`src/include/mouse_params.svh`:
```
`ifndef MOUSE_PARAMS_SVH
`define MOUSE_PARAMS_SVH

// Screen coordinate width in bits
`define COORD_W 12
// Signed movement delta, sign bit plus packet byte
`define DELTA_W 9
// Left, right, middle
`define BTN_W 3

// Movement record buffer entries
`define MOVE_FIFO_DEPTH 4

// Window after reset, minimums reset to 0
`define DEFAULT_MAX_X 1023
`define DEFAULT_MAX_Y 767

// Game window
`define GAME_MAX_X 800
`define GAME_MAX_Y 600
`define GAME_MIN_X 400
`define GAME_MIN_Y 200

`endif

```
`src/mouse_pkg.sv`:
```
`default_nettype none

`include "mouse_params.svh"

package mouse_pkg;

    ////////////////////////////////////////
    // PS/2 packet header layout
    ////////////////////////////////////////

    // Buttons in bits 0 to 2, left first
    localparam int HDR_BTN_LSB   = 0;
    // Always set in a valid header byte
    localparam int HDR_SYNC_BIT  = 3;
    // Delta sign bits
    localparam int HDR_XSIGN_BIT = 4;
    localparam int HDR_YSIGN_BIT = 5;

    ////////////////////////////////////////
    // Movement record
    ////////////////////////////////////////

    typedef struct packed {
        logic signed [`DELTA_W-1:0] dx;
        // Positive dy means upward motion
        logic signed [`DELTA_W-1:0] dy;
        logic        [`BTN_W-1:0]   buttons;
    } move_t;

endpackage

`default_nettype wire

```
`src/screen_pkg.sv`:
```
`default_nettype none

`include "mouse_params.svh"

package screen_pkg;

    ////////////////////////////////////////
    // Screen coordinates
    ////////////////////////////////////////

    // Unsigned pixel position
    typedef logic [`COORD_W-1:0] coord_t;

    // Window limit selection
    // Idle first, then the write order of the limits
    typedef enum logic [2:0] {
        LIM_IDLE  = 3'd0,
        LIM_MAX_X = 3'd1,
        LIM_MAX_Y = 3'd2,
        LIM_MIN_X = 3'd3,
        LIM_MIN_Y = 3'd4
    } limit_sel_t;

endpackage

`default_nettype wire

```
`src/mouse_constrainer.sv`:
```
`timescale 1ns/1ps
`default_nettype none

`include "mouse_params.svh"

module mouse_constrainer
(
    input  wire logic               clk,
    input  wire logic               rst,
    input  wire logic               game_on,
    output screen_pkg::coord_t      value,
    output logic                    setmax_x,
    output logic                    setmax_y,
    output logic                    setmin_x,
    output logic                    setmin_y
);

    screen_pkg::limit_sel_t state;
    screen_pkg::limit_sel_t state_nxt;
    screen_pkg::coord_t     value_nxt;

    ////////////////////////////////////////
    // State and registered outputs
    ////////////////////////////////////////

    always_ff @(posedge clk)
    begin
        if (rst)
        begin
            state    <= screen_pkg::LIM_IDLE;
            value    <= '0;
            setmax_x <= 1'b0;
            setmax_y <= 1'b0;
            setmin_x <= 1'b0;
            setmin_y <= 1'b0;
        end
        else
        begin
            state    <= state_nxt;
            value    <= value_nxt;
            // One strobe per limit state, so at most one is high
            setmax_x <= (state == screen_pkg::LIM_MAX_X);
            setmax_y <= (state == screen_pkg::LIM_MAX_Y);
            setmin_x <= (state == screen_pkg::LIM_MIN_X);
            setmin_y <= (state == screen_pkg::LIM_MIN_Y);
        end
    end

    ////////////////////////////////////////
    // Next state and limit value
    ////////////////////////////////////////

    always_comb
    begin
        state_nxt = screen_pkg::LIM_IDLE;
        value_nxt = '0;
        case (state)
            // Wait for the game to start, recheck after every pass
            screen_pkg::LIM_IDLE:
            begin
                state_nxt = game_on ? screen_pkg::LIM_MAX_X : screen_pkg::LIM_IDLE;
            end
            screen_pkg::LIM_MAX_X:
            begin
                value_nxt = screen_pkg::coord_t'(`GAME_MAX_X);
                state_nxt = screen_pkg::LIM_MAX_Y;
            end
            screen_pkg::LIM_MAX_Y:
            begin
                value_nxt = screen_pkg::coord_t'(`GAME_MAX_Y);
                state_nxt = screen_pkg::LIM_MIN_X;
            end
            screen_pkg::LIM_MIN_X:
            begin
                value_nxt = screen_pkg::coord_t'(`GAME_MIN_X);
                state_nxt = screen_pkg::LIM_MIN_Y;
            end
            // Last limit, back to idle
            screen_pkg::LIM_MIN_Y:
            begin
                value_nxt = screen_pkg::coord_t'(`GAME_MIN_Y);
                state_nxt = screen_pkg::LIM_IDLE;
            end
            default:
            begin
                state_nxt = screen_pkg::LIM_IDLE;
            end
        endcase
    end

endmodule

`default_nettype wire

```
`src/move_packetizer.sv`:
```
`timescale 1ns/1ps
`default_nettype none

`include "mouse_params.svh"

module move_packetizer
(
    input  wire logic           clk,
    input  wire logic           rst,
    input  wire logic [7:0]     byte_data,
    input  wire logic           byte_valid,
    output logic                byte_ready,
    output mouse_pkg::move_t    move_data,
    output logic                move_valid,
    input  wire logic           move_ready
);

    // Packet position with 0 for the header, 1 for x delta and 2 for y delta
    logic [1:0] byte_idx;
    // Header and x byte kept until the y byte arrives
    logic [7:0] hdr_byte;
    logic [7:0] x_byte;
    logic       byte_fire;
    logic       hdr_ok;

    // Stall bytes while a finished record waits
    assign byte_ready = ~move_valid;
    assign byte_fire  = byte_valid & byte_ready;
    // Sync bit marks a header byte
    assign hdr_ok     = byte_data[mouse_pkg::HDR_SYNC_BIT];

    ////////////////////////////////////////
    // Byte index and record handshake
    ////////////////////////////////////////

    always_ff @(posedge clk)
    begin
        if (rst)
        begin
            byte_idx   <= 2'd0;
            move_valid <= 1'b0;
        end
        else
        begin
            if (move_valid && move_ready)
                move_valid <= 1'b0;
            if (byte_fire)
            begin
                case (byte_idx)
                    // Drop bytes until a header lines up
                    2'd0:    byte_idx <= hdr_ok ? 2'd1 : 2'd0;
                    2'd1:    byte_idx <= 2'd2;
                    default:
                    begin
                        byte_idx   <= 2'd0;
                        move_valid <= 1'b1;
                    end
                endcase
            end
        end
    end

    ////////////////////////////////////////
    // Packet payload capture
    ////////////////////////////////////////

    always_ff @(posedge clk)
    begin
        if (byte_fire)
        begin
            if (byte_idx == 2'd0)
                hdr_byte <= byte_data;
            if (byte_idx == 2'd1)
                x_byte <= byte_data;
            // Third byte completes the record
            if (byte_idx == 2'd2)
            begin
                move_data.dx      <= $signed({hdr_byte[mouse_pkg::HDR_XSIGN_BIT], x_byte});
                move_data.dy      <= $signed({hdr_byte[mouse_pkg::HDR_YSIGN_BIT], byte_data});
                move_data.buttons <= hdr_byte[mouse_pkg::HDR_BTN_LSB +: `BTN_W];
            end
        end
    end

endmodule

`default_nettype wire

```
`src/move_fifo.sv`:
```
`timescale 1ns/1ps
`default_nettype none

module move_fifo
#(
    parameter type payload_t = logic [7:0],
    parameter int  DEPTH     = 4
)
(
    input  wire logic   clk,
    input  wire logic   rst,
    input  payload_t    in_data,
    input  wire logic   in_valid,
    output logic        in_ready,
    output payload_t    out_data,
    output logic        out_valid,
    input  wire logic   out_ready
);

    localparam int PTR_W = (DEPTH > 1) ? $clog2(DEPTH) : 1;
    localparam int CNT_W = $clog2(DEPTH + 1);

    payload_t          mem [DEPTH];
    logic [PTR_W-1:0]  wr_ptr;
    logic [PTR_W-1:0]  rd_ptr;
    logic [CNT_W-1:0]  count;
    logic              push;
    logic              pop;

    // Full blocks the writer, empty hides the head entry
    assign in_ready  = (count != CNT_W'(DEPTH));
    assign out_valid = (count != '0);
    // Show-ahead head entry
    assign out_data  = mem[rd_ptr];

    assign push = in_valid & in_ready;
    assign pop  = out_valid & out_ready;

    ////////////////////////////////////////
    // Pointers and fill level
    ////////////////////////////////////////

    always_ff @(posedge clk)
    begin
        if (rst)
        begin
            wr_ptr <= '0;
            rd_ptr <= '0;
            count  <= '0;
        end
        else
        begin
            // Wrap explicitly, depth need not be a power of two
            if (push)
                wr_ptr <= (wr_ptr == PTR_W'(DEPTH - 1)) ? '0 : wr_ptr + 1'b1;
            if (pop)
                rd_ptr <= (rd_ptr == PTR_W'(DEPTH - 1)) ? '0 : rd_ptr + 1'b1;
            // Simultaneous push and pop keep the count
            if (push && !pop)
                count <= count + 1'b1;
            else if (pop && !push)
                count <= count - 1'b1;
        end
    end

    // Storage
    always_ff @(posedge clk)
    begin
        if (push)
            mem[wr_ptr] <= in_data;
    end

endmodule

`default_nettype wire

```
`src/position_tracker.sv`:
```
`timescale 1ns/1ps
`default_nettype none

`include "mouse_params.svh"

module position_tracker
(
    input  wire logic           clk,
    input  wire logic           rst,
    input  wire logic           game_on,
    input  screen_pkg::coord_t  value,
    input  wire logic           setmax_x,
    input  wire logic           setmax_y,
    input  wire logic           setmin_x,
    input  wire logic           setmin_y,
    input  mouse_pkg::move_t    move_data,
    input  wire logic           move_valid,
    output logic                move_ready,
    output screen_pkg::coord_t  pos_x,
    output screen_pkg::coord_t  pos_y,
    output logic [`BTN_W-1:0]   buttons,
    output logic                pos_valid
);

    screen_pkg::coord_t max_x;
    screen_pkg::coord_t max_y;
    screen_pkg::coord_t min_x;
    screen_pkg::coord_t min_y;
    // Two extra bits hold the sign and the carry of a delta
    logic signed [`COORD_W+1:0] sum_x;
    logic signed [`COORD_W+1:0] sum_y;
    logic                       move_fire;

    // Saturate a signed sum into [lo, hi]
    function automatic screen_pkg::coord_t clamp(
        input logic signed [`COORD_W+1:0] sum,
        input screen_pkg::coord_t         lo,
        input screen_pkg::coord_t         hi
    );
        logic signed [`COORD_W+1:0] lo_s;
        logic signed [`COORD_W+1:0] hi_s;
        lo_s = $signed({2'b00, lo});
        hi_s = $signed({2'b00, hi});
        if (sum < lo_s)
            return lo;
        else if (sum > hi_s)
            return hi;
        else
            return sum[`COORD_W-1:0];
    endfunction

    // Moves only drain during a game
    assign move_ready = game_on;
    assign move_fire  = move_valid & move_ready;

    // PS/2 y grows upward, screen y grows downward
    assign sum_x = $signed({2'b00, pos_x}) + move_data.dx;
    assign sum_y = $signed({2'b00, pos_y}) - move_data.dy;

    ////////////////////////////////////////
    // Limits and cursor
    ////////////////////////////////////////

    always_ff @(posedge clk)
    begin
        if (rst)
        begin
            max_x     <= screen_pkg::coord_t'(`DEFAULT_MAX_X);
            max_y     <= screen_pkg::coord_t'(`DEFAULT_MAX_Y);
            min_x     <= '0;
            min_y     <= '0;
            pos_x     <= '0;
            pos_y     <= '0;
            buttons   <= '0;
            pos_valid <= 1'b0;
        end
        else
        begin
            // Limit writes, position catches up on the next move
            if (setmax_x) max_x <= value;
            if (setmax_y) max_y <= value;
            if (setmin_x) min_x <= value;
            if (setmin_y) min_y <= value;
            pos_valid <= move_fire;
            if (move_fire)
            begin
                pos_x   <= clamp(sum_x, min_x, max_x);
                pos_y   <= clamp(sum_y, min_y, max_y);
                buttons <= move_data.buttons;
            end
        end
    end

endmodule

`default_nettype wire

```
`src/mouse_subsystem.sv`:
```
`timescale 1ns/1ps
`default_nettype none

`include "mouse_params.svh"

module mouse_subsystem
(
    input  wire logic           clk,
    input  wire logic           rst,
    input  wire logic           game_on,
    input  wire logic [7:0]     byte_data,
    input  wire logic           byte_valid,
    output logic                byte_ready,
    output screen_pkg::coord_t  pos_x,
    output screen_pkg::coord_t  pos_y,
    output logic [`BTN_W-1:0]   buttons,
    output logic                pos_valid
);

    // Window limit writes
    screen_pkg::coord_t limit_value;
    logic               setmax_x;
    logic               setmax_y;
    logic               setmin_x;
    logic               setmin_y;

    // Packetizer to buffer
    mouse_pkg::move_t   pk_data;
    logic               pk_valid;
    logic               pk_ready;

    // Buffer to tracker
    mouse_pkg::move_t   fifo_data;
    logic               fifo_valid;
    logic               fifo_ready;

    ////////////////////////////////////////
    // Limit source
    ////////////////////////////////////////

    mouse_constrainer u_constrainer
    (
        .clk      (clk),
        .rst      (rst),
        .game_on  (game_on),
        .value    (limit_value),
        .setmax_x (setmax_x),
        .setmax_y (setmax_y),
        .setmin_x (setmin_x),
        .setmin_y (setmin_y)
    );

    ////////////////////////////////////////
    // Move path
    ////////////////////////////////////////

    move_packetizer u_packetizer
    (
        .clk        (clk),
        .rst        (rst),
        .byte_data  (byte_data),
        .byte_valid (byte_valid),
        .byte_ready (byte_ready),
        .move_data  (pk_data),
        .move_valid (pk_valid),
        .move_ready (pk_ready)
    );

    // Absorbs moves while the game is paused
    move_fifo
    #(
        .payload_t (mouse_pkg::move_t),
        .DEPTH     (`MOVE_FIFO_DEPTH)
    )
    u_fifo
    (
        .clk       (clk),
        .rst       (rst),
        .in_data   (pk_data),
        .in_valid  (pk_valid),
        .in_ready  (pk_ready),
        .out_data  (fifo_data),
        .out_valid (fifo_valid),
        .out_ready (fifo_ready)
    );

    position_tracker u_tracker
    (
        .clk        (clk),
        .rst        (rst),
        .game_on    (game_on),
        .value      (limit_value),
        .setmax_x   (setmax_x),
        .setmax_y   (setmax_y),
        .setmin_x   (setmin_x),
        .setmin_y   (setmin_y),
        .move_data  (fifo_data),
        .move_valid (fifo_valid),
        .move_ready (fifo_ready),
        .pos_x      (pos_x),
        .pos_y      (pos_y),
        .buttons    (buttons),
        .pos_valid  (pos_valid)
    );

endmodule

`default_nettype wire

```
`config.mk`:
```
export PLATFORM = sky130hd
export DESIGN_NAME = mouse_subsystem
export DESIGN_NICKNAME = d
export VERILOG_FILES = /design/src/mouse_pkg.sv /design/src/screen_pkg.sv /design/src/mouse_constrainer.sv /design/src/move_packetizer.sv /design/src/move_fifo.sv /design/src/position_tracker.sv /design/src/mouse_subsystem.sv
export VERILOG_INCLUDE_DIRS = /design/src /design/src/include
export SDC_FILE = /design/constraint.sdc
export NUM_CORES = 1
export LEC_CHECK = 0
export BUFFER_PORTS_ARGS = -buffer_cell sky130_fd_sc_hd__clkbuf_2
export CORE_MARGIN = 2
export CORE_UTILIZATION = 59
export CTS_CLUSTER_DIAMETER = 40
export DETAILED_ROUTE_END_ITERATION = 16
export PLACE_DENSITY = 0.77
export SLEW_MARGIN = 10
export SYNTH_ARGS = -nofsm -noshare
export SYNTH_HDL_FRONTEND = slang
export SYNTH_HIERARCHICAL = 1
export SYNTH_SLANG_ARGS = --single-unit
```
`constraint.sdc`:
```
create_clock -name clk -period 5.28 [get_ports clk]
set_input_delay 1.056 -clock clk [delete_from_list [all_inputs] [get_ports clk]]
set_output_delay 1.056 -clock clk [all_outputs]
set_load 0.02 [all_outputs]
```
======== Word level (Yosys, flattened, before mapping) ========
Memory sizes are Yosys's and may differ from the RTL's. A register that Yosys moved wholly into a read port is not among the register bits.
Index checks and enable logic that the tools add are counted.
cells by class
  add/subtract/negate cells ............... 6
  $mul .................................... 0
  divide/modulo/power cells ............... 0
  order comparisons ....................... 4
  equal/unequal tests ..................... 9
  shifts and indexed selects .............. 0
  muxes and demuxes ....................... 20
  bitwise logic cells ..................... 4
  reduce and logical (&&, ||, !) cells .... 13
operators by type and width
  operator                                           number
  2-to-1 mux 12 bit                                  4
  case mux 10 bit (4 select lines)                   1
  > comparator 14 x 13 -> 1 bit                      2
  < comparator 14 x 13 -> 1 bit                      2
  adder 13 x 9 -> 14 bit                             1
  subtractor 13 x 9 -> 14 bit                        1
  case mux 3 bit (4 select lines)                    1
  2-to-1 mux 2 bit                                   4
  2-to-1 mux 1 bit                                   7
  == test 2 bit (second input constant)              3
  == test 3 x 2 -> 1 bit (second input constant)     2
  2-to-1 mux 3 bit                                   2
  AND reduction 2 bit                                3
  adder 2 x 1 -> 2 bit (second input constant)       2
  case mux 2 bit (2 select lines)                    1
  adder 3 x 1 -> 3 bit (second input constant)       1
  AND 1 bit                                          3
  == test 3 x 1 -> 1 bit (second input constant)     1
  == test 3 bit (second input constant)              1
  logical AND 1 bit                                  3
  logical NOT 3 bit                                  1
  inequality test 3 bit (second input constant)      1
  nonzero test 3 bit                                 1
  subtractor 3 x 1 -> 3 bit (second input constant)  1
  other kinds (6)                                    7
storage, ports and cells
  register bits ........................... 140
  latch bits .............................. 0
  bits in writable memories ............... 84
  bits in read-only memories .............. 0
  output and inout bits ................... 29
  word-level logic and storage cells ...... 81
  memories ................................ 1
memory list
  name        depth  bits a word  rd ports  clocked after Yosys merged registers in  wr ports  RTL line         RTL
  u_fifo.mem  4      21           1         1                                        1         move_fifo.sv:23  payload_t mem [DEPTH];

======== Longest topological paths before layout ========
Gate-level depths: netlist of the first run.
  depth after elaboration ................. 6
  depth in mapped cells ................... 22
  mapped depth without buffers ............ 20

======== Hierarchy ========
The synthesis of the first run kept the hierarchy.
modules (own cells, without submodules)
  module             instances  cells an instance  area an instance (um^2)  seq. area each (um^2)
  position_tracker   1          634                5,427.7                  1,521.5
  move_fifo          1          157                3,497.1                  2,702.6
  move_packetizer    1          49                 1,178.6                  1,081.0
  mouse_constrainer  1          40                 450.4                    240.2

======== Least setup slack after synthesis of the first run ========
Ideal clock, no wire load.
  path kind ............................... reg-to-reg
  start point ............................. register (tool-made name)
  end point ............................... register u_tracker.pos_y[6]
  arrival ................................. 4,766 ps
  path slack .............................. 431 ps
  cell stages (with the launch flop) ...... 22
  path buffers ............................ 2
  period minus slack after synthesis ...... 4,849 ps
  cell sequence ........................... dfxtp_1 -> buf_2 -> mux4_2 -> inv_1 -> ha_1 -> a21oi_1 -> inv_1 -> o311a_1 -> or4b_4 -> nand2_1 -> xor2_1 -> ha_1 -> and4_1 -> nand3_1 -> nor2_1 -> or3_1 -> a21oi_1 -> a211oi_1 -> a31o_1 -> or2_1 -> buf_6 -> o221ai_1
RTL lines
  item                  RTL line                RTL
  end signal, assigned  position_tracker.sv:88  pos_y <= clamp(sum_y, min_y, max_y);
  end, declared         position_tracker.sv:20  output screen_pkg::coord_t pos_y,

==> impl_metrics.py, run 1 <==
metrics = {
    "run": {
        "max-cap-violations": 0,
    },
    "yosys": {
        "yosysWarnings": 6,
        "synth_area_sq_mm": 0.0106,
        "synthCells": 880,
        "synth.top_cells.by_count": "118 x edfxtp_1, 100 x dfxtp_1, 78 x ha_1, 73 x inv_1, 67 x nand2_1",
        "synth_cell_types": 78,
        "synth_top_area_share_pct": 33.6,
        "synthArstFlopShare_pct": 0,
        "syn_area_per_cell_sq_um": 12.0,
        "ys_seq_area_share_pct": 52.5,
        "synth_enable_flop_cells": 118,
        "ys_ff_latch": 218,
        "synth_area_leaders": "edfxtp_1 34%, dfxtp_1 19%, ha_1 9.2%",
        "synthFlopType": "edfxtp_1",
        "synth_largest_area_cell": "edfxtp_1",
        "yosysMostFrequentCell": "edfxtp_1",
    },
    "final_layout": {
        "drive_gt1_share_pct": 16.5,
        "design_area_sq_mm": 0.0119,
        "syn_to_final_growth_pct": 12.5,
        "layout.nets": 1017,
        "antennaDiodeCount": 0,
        "fin_util_pct": 68.2,
        "layout.cells.non_filler": 1168,
    },
    "sta": {
        "post-route-period-util_pct": 94.8,
        "finalSetupViolations": 0,
        "rsz0062_at_grt": "no",
        "tightest_slew_ps": 959,
        "setup_ws_ps": 273,
        "fmax_mhz": 200,
        "setup-tns-final_ps": 0,
        "hold_viol_final": 0,
        "skew_ps": 18.4,
        "maxSlewViolCount": 0,
        "maxSlewHeadroom_pct": 35.8,
        "period_minus_slack_ps": 5010,
    },
    "floorplan": {
        "initial_utilization_pct": 60.6,
        "chipWidth_microns": 138,
        "ios": 41,
        "rows": 48,
        "core_sq_mm": 0.0174,
        "die_h_microns": 138,
        "dieArea_sq_mm": 0.0190,
    },
    "setup_path": {
        "crit_family": "simple AND/OR/NAND/NOR gates",
        "slowest_stage": "mux4_2",
        "crit_buf_inv": 3,
        "crit_path_end": "u_tracker/pos_y[8]$_SDFFE_PP0P_",
        "path_cells": "buf_12 -> mux4_2 -> inv_1 -> ha_1 -> a21oi_1 -> inv_1 -> o311a_1 -> or4b_4 -> nand2_1 -> xor2_1 -> ha_1 -> and4_1 -> nand3_1 -> nor2_1 -> or3_1 -> a21oi_1 -> a211oi_1 -> a31o_1 -> or2_4 -> o221ai_1",
        "r2r-end": "u_tracker/pos_y[8]$_SDFFE_PP0P_",
        "cp.required_ps": 5730,
        "slowest_delay_ps": 510,
        "cp.depth": 20,
        "arrival_ps": 5450,
        "cp_max_fo": 17,
        "rrSetupSlack_ps": 270,
        "ff2ff_path_depth": 20,
        "cp-end-kind": "register",
        "cp-start-kind": "register",
        "crit_type": "reg -> reg",
    },
    "place": {
        "dp.cells": 1121,
        "placed_area_sq_mm": 0.0110,
        "gp_congestion": 0.893,
        "dpl_worst_slack_ps": 101,
        "hpwl_mm": 15.6,
        "port-buffer-count": 40,
    },
    "hold_path": {
        "worst_hold_startpoint": "u_packetizer/x_byte[2]$_DFFE_PP_",
        "hold_path.class": "reg -> reg",
    },
    "power_and_ir_drop": {
        "p_per_area_mw_per_mm2": 481,
        "p_leak_nw": 4.55,
        "peakVddDrop_mv": 0.383,
    },
    "drt": {
        "ant_nets": 0,
        "wl_mm": 21.7,
        "vias_per_cell": 5.76,
        "drtIter0Drc": 389,
        "drcViolationCount": 0,
        "wl_per_cell_microns": 18.5,
        "drtPass1Iterations": 5,
        "vias": 6731,
    },
    "global_routing": {
        "grt_pass1_vias": 6766,
        "grtUsageTotal_pct": 23.8,
        "grt_max_degree": 56,
        "antenna_found_initial": 0,
        "grt_pass1_wl_mm": 34.8,
        "overflow": 0,
    },
    "clock_network": {
        "cts_root_buf": "clkbuf_16",
        "clockBufferDepth": 3,
        "cts_setup_buffers": 0,
        "numCtsBuffers": 26,
        "clk_latency_ps": 530,
        "htreeDepth": 1,
        "holdBufCountCts": 0,
        "cts_tree": "yes",
        "clk_pin_slew_ps": 60,
        "cts_sinks": 218,
        "ctsResizeCount": 0,
    },
    "run_status": {
        "status": "finished, final reports clean",
    },
}
[cells in the final DEF, fill, tap and decap left out, drive strengths merged, types with 3 or more instances in the layout]
cell type	n
o2111ai	3
o211ai	22
nand3	8
edfxtp	118
mux4	21
mux2i	56
nor4b	4
nand2b	14
or3	4
a22o	3
clkinvlp	3
o31ai	3
ha	78
nand2	67
a21oi	34
clkinv	9
a31o	4
clkbuf	71
inv	75
xor2	8
nor2b	5
a21o	10
and2	6
o21ai	28
nor3	9
nor2	63
a211oi	6
a31oi	6
conb	5
nand4	6
buf	11
o221ai	12
fa	3
dfxtp	100
and3	9
o21a	6
xnor2	16
a32oi	7
[worst register-to-register path: stages, from the launching register on]
cell	delay (ps)
dfxtp_1	350
buf_12	190
mux4_2	510
inv_1	70
ha_1	280
a21oi_1	250
inv_1	60
o311a_1	370
or4b_4	520
nand2_1	90
xor2_1	250
ha_1	290
and4_1	200
nand3_1	110
nor2_1	50
or3_1	330
a21oi_1	160
a211oi_1	90
a31o_1	220
or2_4	320
o221ai_1	200
[cell type report]
| cell class | count | area, sq um |
|---|---|---|
| well taps | 225 | 282 |
| clock buffers | 31 | 701 |
| flip-flops and latches | 218 | 5550 |
| clock inverters | 16 | 189 |
| multi-input cells | 554 | 4570 |
| inverters | 73 | 274 |
| repair buffers | 51 | 308 |
| fillers | 1272 | 5550 |
[worst min path at each step]
stage / depth (start not counted) / slack [ps] / end
after floorplan: 0 / 400 / u_packetizer/move_data[0]$_DFFE_PP_
after global placement: 0 / 400 / u_packetizer/move_data[14]$_DFFE_PP_
after detailed placement: 0 / 400 / u_packetizer/move_data[14]$_DFFE_PP_
after CTS: 0 / 420 / u_packetizer/move_data[14]$_DFFE_PP_
after global routing: 0 / 420 / u_packetizer/move_data[2]$_DFFE_PP_
final: 0 / 410 / u_packetizer/move_data[14]$_DFFE_PP_
[metal layers]
metal	GRT usage (%)	wire length (microns)	vias to the layer above	share of wire, %
met1	30.8	9500	3226	44
met2	42.2	10900	156	50
met5	0	0	-	0
met4	5.44	342	0	1.6
met3	3.79	921	29	4.3
li1	-	-	3320	-
[logic make-up (layout without fill, tap and decap cells)]
| logic type | Yosys count | in the layout | synth area share [%] |
|---|---|---|---|
| compound gates | 160 | 160 | 11.3 |
| xor+xnor | 24 | 24 | 1.99 |
| fa+ha+maj | 81 | 81 | 9.82 |
| buf+inv | 112 | 171 | 4.59 |
| flops | 218 | 218 | 52.5 |
| mux | 79 | 79 | 10.0 |
| other cells | 1 | 5 | 0.0355 |
| simple gates | 205 | 205 | 9.72 |
[state kept, by name, summed over array words and instances (netlist names), 5 cells and up, named ones only]
| name | cells |
|---|---|
| u_tracker/pos_x | 12 |
| u_packetizer/move_data | 21 |
| u_tracker/min_x | 12 |
| u_tracker/min_y | 12 |
| u_packetizer/x_byte | 8 |
| u_tracker/pos_y | 12 |
| u_tracker/max_x | 12 |
| u_constrainer/value | 5 |
| u_fifo/mem | 84 |
| u_packetizer/hdr_byte | 5 |
| u_tracker/max_y | 12 |
[power breakdown]
group	switching [mW]	internal (mW)
Sequential	0.0925	1.86
Combinational	1.13	0.856
Clock	0.705	1.06
[metrics by stage]
step	hold WS [ps]	power, mW
after floorplan	400	3.43
final	414	5.71
after CTS	415	5.70
after global placement	402	3.88
after detailed placement	405	3.92
after global routing	422	6.02
No activity file was read; power rests on OpenSTA's default activity.
==> run 2, diff against run 1 <==
==> constraint.sdc (replaced) <==
create_clock -name clk -period 5.28 [get_ports clk]
set_input_delay 1.584 -clock clk [delete_from_list [all_inputs] [get_ports clk]]
set_output_delay 1.584 -clock clk [all_outputs]
set_load 0.02 [all_outputs]
==> impl_metrics.py, run 2 (synthesis gave the netlist of run 1 again) <==
metrics = {
    "run_status": {
        "status": "finished, final reports clean",
    },
    "sta": {
        "setup-tns-final_ps": 0,
        "tightest_slew_ps": 1030,
        "whs_ps": 417,
        "fmax_mhz": 200,
        "maxSlewHeadroom_pct": 30.9,
        "rsz0062_at_grt": "no",
        "skew_ps": 20.7,
        "post-route-period-util_pct": 94.5,
        "hold_viol_final": 0,
        "maxSlewViolCount": 0,
        "finalSetupViolations": 0,
        "period_minus_slack_ps": 4990,
    },
    "global_routing": {
        "antenna_found_initial": 0,
        "grt_pass1_vias": 6671,
        "grt_max_degree": 44,
        "grtUsageTotal_pct": 23.8,
        "grt_pass1_wl_mm": 34.7,
        "overflow": 0,
    },
    "setup_path": {
        "cp_max_fo": 17,
        "crit_type": "reg -> reg",
        "cp-start-kind": "register",
        "cp.required_ps": 5710,
        "cp-end-kind": "register",
        "ff2ff_path_depth": 20,
        "arrival_ps": 5420,
    },
    "final_layout": {
        "syn_to_final_growth_pct": 12.5,
        "fillCellCount": 1247,
        "final_cell_mix": "118 x edfxtp_1, 100 x dfxtp_1, 78 x ha_1",
        "largest_reg_flops": 84,
        "top_register": "u_fifo/mem",
        "largestRegisters": "u_fifo/mem: 84 flops, u_packetizer/move_data: 21 flops",
        "layout.nets": 1020,
        "drive_gt1_share_pct": 17.4,
        "antennaDiodeCount": 0,
        "final_common_cell": "edfxtp_1",
        "design_area_sq_mm": 0.0119,
    },
    "floorplan": {
        "ios": 41,
        "chipWidth_microns": 138,
        "initial_utilization_pct": 60.6,
        "dieArea_sq_mm": 0.0190,
        "core_sq_mm": 0.0174,
        "die_h_microns": 138,
        "rows": 48,
    },
    "clock_network": {
        "holdBufCountCts": 0,
        "numCtsBuffers": 26,
        "clk_latency_ps": 540,
        "clockBufferDepth": 3,
        "cts_sinks": 218,
        "cts_root_buf": "clkbuf_16",
        "clk_pin_slew_ps": 60,
        "htreeDepth": 1,
        "cts_tree": "yes",
    },
    "hold_path": {
        "hold_path.class": "reg -> reg",
        "min_path_cells": 0,
    },
    "power_and_ir_drop": {
        "p_leak_nw": 4.56,
        "peakVddDrop_mv": 0.354,
        "p_per_area_mw_per_mm2": 478,
    },
    "drt": {
        "vias_per_cell": 5.83,
        "ant_nets": 0,
        "wl_per_cell_microns": 18.6,
        "drcViolationCount": 0,
        "wl_mm": 21.8,
        "vias": 6831,
        "drtPass1Iterations": 7,
        "drtIter0Drc": 477,
    },
    "place": {
        "placed_area_sq_mm": 0.0110,
        "gp_congestion": 0.902,
        "hpwl_mm": 15.7,
        "port-buffer-count": 40,
    },
    "run": {
        "max-cap-violations": 0,
    },
}
run 2: cell types whose count changed in the layout (fill, tap and decap cells not counted), moves of 2 or more:
cell / before / now
buf_4: 9 / 12
clkinv_2: 0 / 4
a21oi_1: 34 / 32
clkinv_8: 3 / 0
a21oi_2: 0 / 2
clkinv_1: 3 / 0
inv_8: 1 / 3
clkinv_4: 3 / 1
inv_6: 1 / 6
run 2: worst paths after layout:
| check | from | end | slack, ps |
|---|---|---|---|
| worst max-delay path | register | u_tracker/pos_x[1]$_SDFFE_PP0P_ | 290 |
| worst min-delay path | u_packetizer/x_byte[1]$_DFFE_PP_ | u_packetizer/move_data[13]$_DFFE_PP_ | 420 |
| worst max register to register | register | u_tracker/pos_x[1]$_SDFFE_PP0P_ | 290 |
| worst min register to register | u_packetizer/x_byte[1]$_DFFE_PP_ | u_packetizer/move_data[13]$_DFFE_PP_ | 420 |
run 2: repair_timing:
item,4_1_cts,5_1_grt
gates resized for setup,0,9
setup endpoints to repair,0,23
setup buffers,0,2
run 2: per-stage QoR:
step,power (mW),worst slack (ps),util [%],cells
after global placement,3.88,223,62.9,1122
after global routing,6.01,11.4,68.2,1172
after CTS,5.66,54.0,67.9,1170
after detailed placement,3.91,135,62.9,1122
final,5.68,292,68.2,1172
after floorplan,3.43,431,-,884
run 2: area by class of cell:
class	instances	area (sq um)	share of cell area, %
inverter	73	274	2.31
clock buffer	29	662	5.57
clock inverter	19	198	1.67
tap	225	282	2.37
multi-input combinational	554	4580	38.6
timing repair buffer	54	330	2.78
sequential	218	5550	46.7
run 2: routing by layer:
layer  GRT usage (%)  routed length [microns]  up-vias
met5               0                        0        -
met4            6.46                      419        0
met3            3.64                      993       38
met2            40.5                    10800      172
met1            31.9                     9570     3292
li1                -                        -     3329
run 2: worst max-delay path: stages (launching register included):
cell and delay (ps):
dfxtp_1 350, buf_12 190, buf_4 200, mux4_2 520, ha_1 360, a21o_1 200
a31o_1 220, o21ai_0 250, nand2b_1 100, a21oi_1 180, xnor2_1 140, ha_1 320
and2_1 140, nand4_1 160, a21oi_2 220, o22ai_2 140, nand2b_1 90, a22oi_1 120
buf_12 200, or4_1 510, a311oi_1 260
run 2: report_power, final:
group | switching [mW] | internal [mW] | total, mW
Combinational | 1.13 | 0.863 | 1.99
Clock | 0.740 | 0.989 | 1.73
Sequential | 0.0954 | 1.86 | 1.96
Total | 1.97 | 3.71 | 5.68
==> run 3, diff against run 2 <==
--- a/config.mk
+++ b/config.mk
@@ -11,7 +11,7 @@
 export CORE_UTILIZATION = 59
 export CTS_CLUSTER_DIAMETER = 40
 export DETAILED_ROUTE_END_ITERATION = 16
-export PLACE_DENSITY = 0.77
+export PLACE_DENSITY = 0.82
 export SLEW_MARGIN = 10
 export SYNTH_ARGS = -nofsm -noshare
 export SYNTH_HDL_FRONTEND = slang
==> impl_metrics.py, run 3 (synthesis gave the netlist of run 1 again) <==
metrics = {
    "floorplan": {
        "chipWidth_microns": 138,
        "dieArea_sq_mm": 0.0190,
        "die_h_microns": 138,
        "core_sq_mm": 0.0174,
        "rows": 48,
        "initial_utilization_pct": 60.6,
        "ios": 41,
    },
    "setup_path": {
        "cp-start-kind": "register",
        "arrival_ps": 5350,
        "cp_max_fo": 12,
        "r2r-end": "u_tracker/pos_y[6]$_SDFFE_PP0P_",
        "cp.required_ps": 5720,
        "ff2ff_path_depth": 19,
        "cp-end-kind": "register",
        "cp.depth": 19,
        "slowest_delay_ps": 520,
        "crit_buf_inv": 2,
        "crit_path_end": "u_tracker/pos_y[6]$_SDFFE_PP0P_",
        "slowest_stage": "or4b_4",
        "path_cells": "mux4_2 -> inv_1 -> ha_1 -> a21oi_1 -> inv_1 -> o311a_1 -> or4b_4 -> nand2_1 -> xor2_2 -> ha_1 -> and4_1 -> nand3_1 -> nor2_1 -> or3_1 -> a21oi_1 -> a211oi_1 -> a31o_1 -> or2_4 -> o221ai_1",
        "rrSetupSlack_ps": 370,
        "crit_family": "simple AND/OR/NAND/NOR gates",
        "crit_type": "reg -> reg",
    },
    "clock_network": {
        "cts_root_buf": "clkbuf_16",
        "clockBufferDepth": 3,
        "clk_latency_ps": 530,
        "cts_sinks": 218,
        "cts_tree": "yes",
        "htreeDepth": 1,
        "clk_pin_slew_ps": 60,
        "cts_setup_buffers": 0,
        "numCtsBuffers": 27,
    },
    "sta": {
        "skew_ps": 16.6,
        "setup_ws_ps": 365,
        "setup-tns-final_ps": 0,
        "period_minus_slack_ps": 4910,
        "tightest_slew_ps": 882,
        "maxSlewViolCount": 0,
        "rsz0062_at_grt": "no",
        "post-route-period-util_pct": 93.1,
        "fmax_mhz": 203,
        "hold_viol_final": 0,
        "maxSlewHeadroom_pct": 41.0,
        "finalSetupViolations": 0,
    },
    "final_layout": {
        "final_common_cell": "edfxtp_1",
        "largest_reg_flops": 84,
        "top_register": "u_fifo/mem",
        "antennaDiodeCount": 0,
        "syn_to_final_growth_pct": 13.1,
        "largestRegisters": "u_fifo/mem: 84 flops, u_packetizer/move_data: 21 flops",
        "drive_gt1_share_pct": 17.5,
        "final_cell_mix": "118 x edfxtp_1, 98 x dfxtp_1, 78 x ha_1",
        "fin_util_pct": 68.5,
        "layout.nets": 1021,
    },
    "global_routing": {
        "antenna_found_initial": 0,
        "grt_pass1_wl_mm": 35.6,
        "overflow": 0,
        "grt_pass1_vias": 6969,
        "grtUsageTotal_pct": 24.3,
        "grt_max_degree": 56,
    },
    "drt": {
        "drtPass1Iterations": 7,
        "ant_nets": 0,
        "wl_per_cell_microns": 18.8,
        "wl_mm": 22.0,
        "drcViolationCount": 0,
        "vias": 6951,
        "vias_per_cell": 5.92,
        "drtIter0Drc": 545,
    },
    "run": {
        "max-cap-violations": 0,
    },
    "power_and_ir_drop": {
        "p_leak_nw": 4.60,
        "peakVddDrop_mv": 0.382,
        "p_per_area_mw_per_mm2": 488,
    },
    "place": {
        "gp_congestion": 0.819,
        "port-buffer-count": 40,
        "hpwl_mm": 15.3,
        "dpl_worst_slack_ps": -45.5,
    },
    "run_status": {
        "status": "finished, final reports clean",
    },
    "hold_path": {
        "hold_path.class": "reg -> reg",
    },
}
## run 3: cell types whose count changed in the layout (fill, tap and decap cells not counted), moves of 2 or more
cell        delta
dfxtp_1        -2
a21oi_2        -2
clkbuf_8       +2
clkinv_2       -2
clkinvlp_4     -2
inv_6          -2
a21oi_1        +2
bufinv_16      +2
buf_12         -2
clkinv_4       +2
## run 3: final cells by class
cell class | count | area [sq um]
Sequential cell | 218 | 5550
Clock buffer | 33 | 718
Clock inverter | 17 | 228
Timing Repair Buffer | 54 | 309
Tap cell | 225 | 282
Multi-Input combinational cell | 554 | 4580
Inverter | 73 | 274
Fill cell | 1236 | 5480
## run 3: how the worst min path moves through the flow
stage	start	end	slack (ps)	cells past startpoint
after floorplan	u_packetizer/hdr_byte[0]$_DFFE_PP_	u_packetizer/move_data[0]$_DFFE_PP_	400	0
after global placement	u_packetizer/hdr_byte[2]$_DFFE_PP_	u_packetizer/move_data[2]$_DFFE_PP_	400	0
after detailed placement	u_packetizer/x_byte[7]$_DFFE_PP_	u_packetizer/move_data[19]$_DFFE_PP_	400	0
after CTS	u_packetizer/x_byte[7]$_DFFE_PP_	u_packetizer/move_data[19]$_DFFE_PP_	420	0
after global routing	u_packetizer/hdr_byte[1]$_DFFE_PP_	u_packetizer/move_data[1]$_DFFE_PP_	420	0
final	u_packetizer/x_byte[7]$_DFFE_PP_	u_packetizer/move_data[19]$_DFFE_PP_	410	0
## run 3: power by group
group	total [mW]	internal [mW]	switching (mW)
combinational	1.97	0.854	1.12
clock	1.88	1.15	0.738
sequential	1.97	1.87	0.105
## run 3: worst register-to-register path, delay by kind of cell (launching register included)
| family | cells | cell delay [ps] |
|---|---|---|
| compound gates | 6 | 1330 |
| xor+xnor | 1 | 210 |
| fa+ha+maj | 2 | 560 |
| flops | 1 | 420 |
| simple gates | 7 | 1650 |
| buf+inv | 2 | 150 |
| mux | 1 | 510 |
## run 3: stage by stage
stage	instances	hold slack (ps)	power [mW]	cell area [sq um]
final	1174	413	5.83	11900
after global routing	1174	418	6.15	11900
after CTS	1174	417	5.81	11900
after detailed placement	1124	405	3.90	11000
after global placement	1124	401	3.87	11000
after floorplan	884	400	3.43	10600
## run 3: timing repair
action                                  4_1_cts  5_1_grt
gates resized for setup                       1       11
endpoints found under the setup margin       21       24
hold buffers                                  0        0
## run 3: metal layers
layer / GRT usage [%] / vias up / wire (microns)
met5: 0 / - / 0
met4: 7.31 / 0 / 646
met3: 4.71 / 53 / 1110
met2: 42.5 / 197 / 11000
met1: 30.6 / 3378 / 9320
li1: - / 3323 / -
